`config.mk`:
```
export PLATFORM = sky130hd
export DESIGN_NAME = lane_merge_top
export DESIGN_NICKNAME = d
export VERILOG_FILES = /design/src/arb_pkg.sv /design/src/stream_pkg.sv /design/src/lane_fifo.sv /design/src/stall_buf.sv /design/src/rr_arbiter.sv /design/src/lane_merge_top.sv
export VERILOG_INCLUDE_DIRS = /design/src
export SDC_FILE = /design/constraint.sdc
export NUM_CORES = 1
export LEC_CHECK = 0
export BUFFER_PORTS_ARGS = -buffer_cell sky130_fd_sc_hd__buf_2
export CORE_MARGIN = 5
export CORE_UTILIZATION = 39
export DETAILED_ROUTE_END_ITERATION = 12
export GPL_ROUTABILITY_DRIVEN = 0
export PLACE_DENSITY_LB_ADDON = 0.3
export SLEW_MARGIN = 15
export SYNTH_ARGS = -nofsm -noshare
export SYNTH_HDL_FRONTEND = slang
export SYNTH_SLANG_ARGS = --single-unit
```
`constraint.sdc`:
```
create_clock -name clk -period 3.18 [get_ports clk]
set_input_delay 0 -clock clk [delete_from_list [all_inputs] [get_ports clk]]
set_output_delay 0 -clock clk [all_outputs]
set_load 0.005 [all_outputs]
```
`src/merge_defs.svh`:
```
`ifndef MERGE_DEFS_SVH
`define MERGE_DEFS_SVH

// payload width of one lane word
`define DATA_W 16

// words held by each lane FIFO
`define LANE_DEPTH 4

// occupancy count covers 0 .. LANE_DEPTH inclusive
`define LANE_CNT_W 3

// read/write pointer width, indexes 0 .. LANE_DEPTH-1
`define LANE_PTR_W 2

`endif

```
`src/arb_pkg.sv`:
```
package arb_pkg;

  // lane number, two lanes only
  typedef logic lane_id_t;

  // one-hot grant, bit i set when lane i wins
  typedef logic [1:0] grant_t;

  // lane numbers by name
  localparam lane_id_t LANE0 = 1'b0;
  localparam lane_id_t LANE1 = 1'b1;

endpackage

```
`src/stream_pkg.sv`:
```
`include "merge_defs.svh"

package stream_pkg;

  // word as it travels through a lane
  typedef struct packed {
    logic [`DATA_W-1:0] data;
  } lane_flit_t;

  // merged word, tagged with the lane it came from
  typedef struct packed {
    arb_pkg::lane_id_t  src;  // msb of the 17 bit word
    logic [`DATA_W-1:0] data;
  } out_flit_t;

endpackage

```
`src/lane_fifo.sv`:
```
`timescale 1ns/100ps
`include "merge_defs.svh"

module lane_fifo (
  input  logic                  clk,
  input  logic                  rst,

  // write side
  input  logic                  in_valid,
  input  stream_pkg::lane_flit_t in_flit,
  output logic                  in_stall,

  // read side
  output logic                  out_valid,
  output stream_pkg::lane_flit_t out_flit,
  input  logic                  out_stall
);

  import stream_pkg::*;

  lane_flit_t                 mem [`LANE_DEPTH];
  logic [`LANE_PTR_W-1:0]     rd_ptr;
  logic [`LANE_PTR_W-1:0]     wr_ptr;
  logic [`LANE_CNT_W-1:0]     count;
  logic [`LANE_CNT_W-1:0]     count_n;

  logic full;
  logic empty;
  logic wr_en;
  logic rd_en;

  assign full  = (count == `LANE_CNT_W'(`LANE_DEPTH));
  assign empty = (count == '0);

  // a full FIFO never takes a word even when it is read this cycle
  assign in_stall = full;
  assign wr_en    = in_valid & ~full;

  assign out_valid = ~empty;
  assign out_flit  = mem[rd_ptr];  // head of queue
  assign rd_en     = out_valid & ~out_stall;

  always_comb begin
    case ({wr_en, rd_en})
      2'b10:   count_n = count + 1'b1;
      2'b01:   count_n = count - 1'b1;
      default: count_n = count;  // idle or read and write together
    endcase
  end

  // pointer and count state
  always_ff @(posedge clk, posedge rst) begin
    if (rst) begin
      rd_ptr <= '0;
      wr_ptr <= '0;
      count  <= '0;
    end else begin
      count <= count_n;
      if (wr_en) begin
        if (wr_ptr == `LANE_PTR_W'(`LANE_DEPTH - 1))
          wr_ptr <= '0;
        else
          wr_ptr <= wr_ptr + 1'b1;
      end
      if (rd_en) begin
        if (rd_ptr == `LANE_PTR_W'(`LANE_DEPTH - 1))
          rd_ptr <= '0;
        else
          rd_ptr <= rd_ptr + 1'b1;
      end
    end
  end

  // storage
  always_ff @(posedge clk) begin
    if (wr_en)
      mem[wr_ptr] <= in_flit;
  end

  a_count_bound: assert property (
    @(posedge clk) disable iff (rst)
    count <= `LANE_CNT_W'(`LANE_DEPTH)
  ) else $error("lane_fifo count above depth: %0d", count);

  // pointers that meet with data present mean a full FIFO, never an empty one
  a_no_valid_when_empty: assert property (
    @(posedge clk) disable iff (rst)
    (out_valid && (rd_ptr == wr_ptr)) |-> full
  ) else $error("lane_fifo out_valid while the pointers show empty");

endmodule

```
`src/stall_buf.sv`:
```
`timescale 1ns/100ps

module stall_buf (
  input  logic                  clk,
  input  logic                  rst,

  input  logic                  in_valid,
  input  stream_pkg::out_flit_t in_flit,
  output logic                  in_stall,

  output logic                  out_valid,
  output stream_pkg::out_flit_t out_flit,
  input  logic                  out_stall
);

  import stream_pkg::*;

  logic      stall_q;     // out_stall seen one cycle late
  logic      skid_valid;
  out_flit_t skid_flit;
  logic      skid_load;
  logic      skid_drain;

  // upstream only learns of the stall from the register
  assign in_stall = stall_q;

  // skid word always goes out before anything new
  assign out_valid = skid_valid | (in_valid & ~stall_q);
  assign out_flit  = skid_valid ? skid_flit : in_flit;

  // word was accepted upstream but downstream already stalls
  assign skid_load  = in_valid & ~stall_q & out_stall;
  assign skid_drain = skid_valid & ~out_stall;

  always_ff @(posedge clk, posedge rst) begin
    if (rst) begin
      stall_q    <= 1'b0;
      skid_valid <= 1'b0;
    end else begin
      stall_q <= out_stall;
      if (skid_load)
        skid_valid <= 1'b1;
      else if (skid_drain)
        skid_valid <= 1'b0;
    end
  end

  always_ff @(posedge clk) begin
    if (skid_load)
      skid_flit <= in_flit;
  end

  // full skid implies stall_q was raised, so no second word can slip in
  a_skid_no_overwrite: assert property (
    @(posedge clk) disable iff (rst)
    skid_valid |-> !skid_load
  ) else $error("stall_buf skid register overwritten");

endmodule

```
`src/rr_arbiter.sv`:
```
`timescale 1ns/100ps

module rr_arbiter (
  input  logic                        clk,
  input  logic                        rst,

  // lane side
  input  logic [1:0]                  req_valid,
  input  stream_pkg::lane_flit_t [1:0] req_flit,
  output logic [1:0]                  req_stall,

  // merged stream
  output logic                        out_valid,
  output stream_pkg::out_flit_t       out_flit,
  input  logic                        out_stall
);

  import arb_pkg::*;
  import stream_pkg::*;

  lane_id_t  ptr;         // lane with priority this cycle
  grant_t    grant;
  lane_id_t  sel;
  logic      advance;

  logic      stage_valid;
  out_flit_t stage_flit;
  logic      buf_stall;

  // stage may take a word when empty or when its word leaves this cycle
  assign advance = ~stage_valid | ~buf_stall;

  always_comb begin
    grant = '0;
    if (advance) begin
      if (req_valid[ptr])
        grant[ptr] = 1'b1;
      else if (req_valid[~ptr])
        grant[~ptr] = 1'b1;
    end
  end

  assign sel = grant[LANE1] ? LANE1 : LANE0;

  // losers and everyone while the stage is blocked
  assign req_stall = req_valid & ~grant;

  always_ff @(posedge clk, posedge rst) begin
    if (rst) begin
      ptr         <= LANE0;
      stage_valid <= 1'b0;
    end else begin
      if (|grant)
        ptr <= ~sel;  // move past the lane just served
      if (advance)
        stage_valid <= |grant;
    end
  end

  // payload register, tagged with its lane
  always_ff @(posedge clk) begin
    if (|grant) begin
      stage_flit.src  <= sel;
      stage_flit.data <= req_flit[sel].data;
    end
  end

  stall_buf u_stall_buf (
    .clk       (clk),
    .rst       (rst),
    .in_valid  (stage_valid),
    .in_flit   (stage_flit),
    .in_stall  (buf_stall),
    .out_valid (out_valid),
    .out_flit  (out_flit),
    .out_stall (out_stall)
  );

  a_grant_onehot: assert property (
    @(posedge clk) disable iff (rst)
    $onehot0(grant)
  ) else $error("rr_arbiter grant not one-hot: %b", grant);

  // with both lanes waiting, the next grant goes to the other lane
  a_alternate: assert property (
    @(posedge clk) disable iff (rst)
    (grant[0] && req_valid[1]) ##1 (&req_valid && advance) |-> grant[1]
  ) else $error("rr_arbiter did not alternate");

endmodule

```
`src/lane_merge_top.sv`:
```
`timescale 1ns/100ps

module lane_merge_top (
  input  logic                   clk,
  input  logic                   rst,

  // lane 0
  input  logic                   in0_valid,
  input  stream_pkg::lane_flit_t in0_flit,
  output logic                   in0_stall,

  // lane 1
  input  logic                   in1_valid,
  input  stream_pkg::lane_flit_t in1_flit,
  output logic                   in1_stall,

  // merged output
  output logic                   out_valid,
  output stream_pkg::out_flit_t  out_flit,
  input  logic                   out_stall
);

  import stream_pkg::*;

  logic [1:0]       req_valid;
  lane_flit_t [1:0] req_flit;
  logic [1:0]       req_stall;

  lane_fifo u_lane0 (
    .clk       (clk),
    .rst       (rst),
    .in_valid  (in0_valid),
    .in_flit   (in0_flit),
    .in_stall  (in0_stall),
    .out_valid (req_valid[0]),
    .out_flit  (req_flit[0]),
    .out_stall (req_stall[0])
  );

  lane_fifo u_lane1 (
    .clk       (clk),
    .rst       (rst),
    .in_valid  (in1_valid),
    .in_flit   (in1_flit),
    .in_stall  (in1_stall),
    .out_valid (req_valid[1]),
    .out_flit  (req_flit[1]),
    .out_stall (req_stall[1])
  );

  rr_arbiter u_arb (
    .clk       (clk),
    .rst       (rst),
    .req_valid (req_valid),
    .req_flit  (req_flit),
    .req_stall (req_stall),
    .out_valid (out_valid),
    .out_flit  (out_flit),
    .out_stall (out_stall)
  );

endmodule

```
=== After elaboration in Yosys (flattened, before gate mapping) ===
Memories as Yosys holds them, arrays and structs flattened.
Index checks and enable logic that the tools add are counted.

* Bits in latches: 0
* Input port bits: 37
* Memories kept: 2
* Bits in read-only memories: 0
* Bits in writable memories: 128
* Register bits after elaboration: 52
* Word-level logic and storage cells: 96

* Bitwise gates (word level): 22
* Add/subtract/negate cells: 8
* Magnitude comparators: 5
* $mul: 0
* Divide/modulo/power cells: 0
* Reductions and logical operators: 8
* Equality and inequality tests: 10
* Shift operators: 0
* Mux-type cells: 27

{| class="wikitable"
|+ Memory list
! memory !! depth !! bits a word !! rd ports !! clocked after memory_dff !! wr ports !! RTL line !! text
|-
| u_lane0.mem || 4 || 16 || 1 || 0 || 1 || lane_fifo.sv:21 || <nowiki>lane_flit_t mem [`LANE_DEPTH];</nowiki>
|-
| u_lane1.mem || 4 || 16 || 1 || 0 || 1 || lane_fifo.sv:21 ||
|}

{| class="wikitable"
|+ Operator list
! cell !! number
|-
| $mux W16 || 2
|-
| $mux W17 || 1
|-
| $mux W2 || 7
|-
| $mux W1 || 13
|-
| $eq A2 B2 Y1 const B || 6
|-
| $pmux W3 S2 || 2
|-
| $not A1 Y1 || 11
|-
| $add A2 B1 Y2 const B || 4
|-
| $and A1 B1 Y1 || 7
|-
| $add A3 B1 Y3 const B || 2
|-
| $eq A3 B3 Y1 const B || 2
|-
| $logic_not A3 Y1 || 2
|-
| $lt A1 B2 Y1 const B || 3
|-
| $reduce_bool A2 Y1 || 3
|-
| $sub A3 B1 Y3 const B || 2
|-
| $eq A2 B1 Y1 const B || 2
|-
| $and A2 B2 Y2 || 1
|-
| $demux W1 S1 || 2
|-
| $ge A1 B1 Y1 const B || 2
|-
| $logic_and A1 B1 Y1 || 2
|-
| $not A2 Y2 || 1
|-
| $or A1 B1 Y1 || 2
|-
| $reduce_or A2 Y1 || 1
|}

=== Longest topological paths before layout ===
* Depth after elaboration: 14
* Gate-level depth with buffers: 10
* Mapped depth without buffers: 9

=== Modules after synthesis ===
A second synthesis with hierarchy kept.

* Cell total of the unflattened synthesis: 340
* Area, all modules: 7247.0 µm²

{| class="wikitable"
|+ By module, submodules not included
! module !! cells an instance !! instances !! area an instance (µm²)
|-
| lane_fifo || 124 || 2 || 2771.4
|-
| rr_arbiter || 49 || 1 || 860.8
|-
| stall_buf || 43 || 1 || 843.3
|}

=== Worst setup path after synthesis ===
Ideal clock, no wire load.

* Path type: flip-flop to flip-flop
* From: register u_lane1.count[0]
* To: register u_lane0.count[2]
* Period minus slack after synthesis: 2.229 ns
* Arrival: 2.150 ns
* Buffers on the path: 0
* Cell stages (with the launch flop): 10
* Data required time: 3.101 ns
* Slack: 0.951 ns
* Cells stage by stage: dfrtp_1 > or3_4 > a221o_2 > inv_1 > ha_1 > inv_1 > fa_1 > xor2_1 > nor2_1 > xor2_1

* Cells in the longest elaborated chain, start to end: 13
* Elaborated cells on any way between the ends: 17
* Classes of those cells: eq/ne (2); mux (8); bitwise (5); reduce/logical (2)

{| class="wikitable"
|+ RTL lines
! what !! RTL line !! text
|-
| start: declaration || lane_fifo.sv:24 || <nowiki>logic [`LANE_CNT_W-1:0] count;</nowiki>
|-
| start signal: assignment || lane_fifo.sv:58 || <nowiki>count <= count_n;</nowiki>
|-
| $logic_not A3 Y1 * || lane_fifo.sv:33 || <nowiki>assign empty = (count == '0);</nowiki>
|-
| $not A1 Y1 * || lane_fifo.sv:39 || <nowiki>assign out_valid = ~empty;</nowiki>
|-
| $mux W1 (implied by the code) (2 in series) || rr_arbiter.sv:38 || <nowiki>else if (req_valid[~ptr])</nowiki>
|-
| $mux W2 || rr_arbiter.sv:38 ||
|-
| $mux W2 * || rr_arbiter.sv:36 || <nowiki>if (req_valid[ptr])</nowiki>
|-
| $mux W2 * || rr_arbiter.sv:35 || <nowiki>if (advance) begin</nowiki>
|-
| $not A2 Y2 * || rr_arbiter.sv:46 || <nowiki>assign req_stall = req_valid & ~grant;</nowiki>
|-
| $and A2 B2 Y2 * || rr_arbiter.sv:46 ||
|-
| $not A1 Y1 * || lane_fifo.sv:41 || <nowiki>assign rd_en = out_valid & ~out_stall;</nowiki>
|-
| $and A1 B1 Y1 * || lane_fifo.sv:41 ||
|-
| net u_lane0.rd_en || lane_fifo.sv:30 || <nowiki>logic rd_en;</nowiki>
|-
| $eq A2 B1 Y1 or $eq A2 B2 Y1 (tied branches) || lane_fifo.sv:44 || <nowiki>case ({wr_en, rd_en})</nowiki>
|-
| $pmux W3 S2 or $reduce_bool A2 Y1 (tied branches) || - ||
|-
| end signal: assignment || lane_fifo.sv:58 ||
|-
| end: declaration || lane_fifo.sv:24 ||
|}

Mark *: on every way through the listed nets, which the timed path passes. The rest lies on a longest branch. The select of a mux whose other input is x is not followed.
A chain may end at the register's enable or synchronous reset.

=== Worst setup path after layout ===
Ends and elaborated chain as after synthesis.

==> impl_metrics.py <==
metrics = {
    "clock_tree": {
        "cts_tree": "built",
        "cts-root-buf": "clkbuf_16",
        "clock_sinks": 180,
        "clk_pin_slew_ns": 0.06,
        "clock_latency_ns": 0.42,
        "clockBufferDepth": 2,
        "ctsResizeCount": 0,
        "cts-htree-levels": 4,
        "cts_setup_buffers": 0,
        "cts_buffers": 17,
    },
    "final_layout": {
        "nNetsFinal": 486,
        "syn2layout_area_growth_pct": 20.9,
        "fill_cells": 1530,
        "antenna_cells": 0,
        "drive_above_1_share_pct": 35.9,
        "fin_util_pct": 47.7,
    },
    "detailed_routing": {
        "route.detailed.drc": 0,
        "via_per_inst": 4.99,
        "avgRoutedWirePerCell_um": 19.3,
        "routed-via-count": 3375,
        "ant_nets": 0,
        "firstDrtPassIters": 4,
        "routed_wl_um": 13100,
        "initialDrtViolationCount": 160,
    },
    "power": {
        "pwr-share-comb_pct": 24.2,
        "clkPwrFrac_pct": 28.4,
        "ir_worst_vdd_uv": 452,
        "p_per_area_nw_per_um2": 915,
        "p_seq_share_pct": 47.4,
        "p_switching_w": 0.00211,
        "p_leak_nw": 3.07,
        "power_w": 0.00785,
        "sw_frac_of_total_pct": 26.9,
        "p_int_w": 0.00573,
    },
    "place": {
        "io_buffer_count": 56,
        "dpl.hpwl_um": 8520,
        "preCtsSetupSlack_ns": 0.792,
    },
    "synth": {
        "synthTopCellsByCount": "edfxtp_1 (162), mux2_2 (39), mux4_2 (32)",
        "synth_area_leaders": "edfxtp_1 (69%), mux4_2 (10%), dfrtp_1 (6.3%), mux2_2 (6.2%), ha_1 (2.1%)",
        "syn_nets": 387,
        "syn_area_per_cell_um2": 21.1,
        "ys_ff_latch": 180,
        "synth.most_common_cell": "edfxtp_1",
        "yosysTopAreaCell": "edfxtp_1",
        "ys.flop_type": "edfxtp_1",
        "yosysTopAreaCellShare_pct": 68.6,
        "synth_warnings": 0,
        "async_flop_share_pct": 10.0,
        "syn_area_um2": 7100,
        "ys_types": 28,
        "synth_edf_count": 162,
        "synthCells": 336,
        "synth-seq-area-share_pct": 74.9,
    },
    "setup_path": {
        "cp_top_family": "adder cells",
        "start_kind": "register",
        "cp_slowest_stage_delay_ns": 0.43,
        "path_cells": "or3_4 -> a221o_2 -> inv_1 -> ha_1 -> inv_1 -> fa_1 -> xor2_1 -> nor2_1 -> xor2_1",
        "crit_fanout": 4,
        "critPathKind": "register to register",
        "required_ns": 3.52,
        "critPathSlowestCell": "dfrtp_1",
        "end_kind": "register",
        "worst-path-buf-inv": 2,
        "cp.arrival_ns": 2.75,
    },
    "floorplanning": {
        "coreArea_um2": 18000,
        "dieHeight_um": 145,
        "rows": 49,
        "initial_core_util_pct": 39.5,
        "pin_count": 57,
        "die_w_um": 145,
        "die-area_um2": 21000,
    },
    "sta": {
        "slew_headroom_pct": 29.8,
        "final-max-slew-violation-count": 0,
        "period_needed_ns": 2.41,
        "tightestPinTransition_ns": 1.05,
        "setup_violations": 0,
        "final.setup.tns_ns": 0,
        "fin_crit_sh_pct": 75.8,
        "fmax_ghz": 0.415,
        "clock-skew-final_ns": 0.00713,
        "rsz0062_at_grt": "false",
        "holdWs_ns": 0.124,
        "setup_slack_ns": 0.771,
        "final-hold-violation-count": 0,
    },
    "global_route": {
        "grt_pass1_vias": 3611,
        "grt_usage_pct": 13.3,
        "antenna_found_initial": 0,
        "grt_max_degree": 21,
        "grt_pass1_wl_um": 20200,
        "grt.overflow.total": 0,
    },
    "run_status": {
        "status": "complete, no violations",
    },
    "min_path": {
        "hold_class": "input port to register",
    },
    "job": {
        "drv_cap": 0,
    },
}
==> sequential cells by signal (all words and copies together), names as in the netlist <==
name and flops:
u_arb.ptr 1, u_lane1.mem 64, u_arb.stage_flit 17, u_arb.u_stall_buf.skid_flit 17, u_lane1.count 3, u_lane0.mem 64
u_lane1.wr_ptr 2, u_lane0.rd_ptr 2, u_arb.stage_valid 1, u_arb.u_stall_buf.in_stall 1, u_lane0.wr_ptr 2, u_arb.u_stall_buf.skid_valid 1
u_lane1.rd_ptr 2, u_lane0.count 3
==> worst min-delay path, cell delays in order <==
cell	delay (ns)
buf_2	0.10
nor2b_1	0.18
mux2_2	0.24
==> cell usage in the layout, fill, tap and decap left out, types with 4 or more instances in the layout <==
master / n
dlygate4sd3_1: 34
edfxtp_1: 162
and2_1: 9
inv_1: 18
ha_1: 12
xor2_1: 4
buf_2: 56
mux4_2: 32
clkbuf_16: 17
dfrtp_1: 17
nor2_1: 6
bufinv_16: 5
mux2_2: 39
==> worst paths after layout <==
check	slack [ns]	start	cells past startpoint	end
setup / recovery	0.77	u_lane1.count[0]	9	u_lane0.count[2]
hold / removal	0.12	in1_valid	3	u_lane1.wr_ptr[0]
setup reg to reg	0.77	u_lane1.count[0]	9	u_lane0.count[2]
hold reg to reg	0.45	u_arb.stage_flit[16]	0	u_arb.u_stall_buf.skid_flit[16]
max in group asynchronous	2.45	rst	3	u_lane0.rd_ptr[0]
min in group asynchronous	0.24	rst	3	u_lane1.count[1]
==> through the flow <==
step                      area (µm²)  cells
final                           8580    677
after global routing            8580    677
after CTS                       8580    677
after detailed placement        7600    611
after global placement          7600    611
after floorplan                 7100    336
==> layer usage <==
metal / track usage (%) / share of wire (%)
met5: 0 / 0
met4: 3.53 / 0.96
met3: 4.07 / 4.9
met2: 22.9 / 53
met1: 16.5 / 42
==> final cells by class <==
type / instances / area, µm² / area share (%)
Clock buffer: 18 / 429 / 5.00
Timing Repair Buffer: 92 / 636 / 7.41
Tap cell: 229 / 287 / 3.34
Inverter: 18 / 67.6 / 0.788
Sequential cell: 180 / 5320 / 62.0
Multi-Input combinational cell: 126 / 1630 / 19.1
Clock inverter: 14 / 208 / 2.42
==> power groups by stage <==
| stage | logic [W] | clock network (W) | registers, W |
|---|---|---|---|
| after floorplan | 0.00154 | 0 | 0.00350 |
| after global placement | 0.00187 | 0 | 0.00375 |
| after detailed placement | 0.00192 | 0 | 0.00379 |
| after CTS | 0.00196 | 0.00228 | 0.00374 |
| after global routing | 0.00210 | 0.00239 | 0.00381 |
| final | 0.00190 | 0.00223 | 0.00372 |
==> kinds of logic (layout without fill, tap and decap cells) <==
logic type                 count (synthesis)  count (layout)  share of synthesized area [%]
adders and majority gates                 14              14                           2.68
DFF                                      180             180                           74.9
and+or+nand+nor                           26              26                           2.08
muxes                                     75              75                           16.9
AOI/OAI and AO/OA                          5               5                          0.582
xor gates and xnor gates                   6               6                          0.741
buffers and inverters                     30             142                           2.06
==> timing repair <==
action	4_1_cts	5_1_grt
endpoints found under the hold margin	148	0
hold buffers	34	0
endpoints found under the setup margin	0	0
Note: power is estimated with default switching activity, not from simulation.
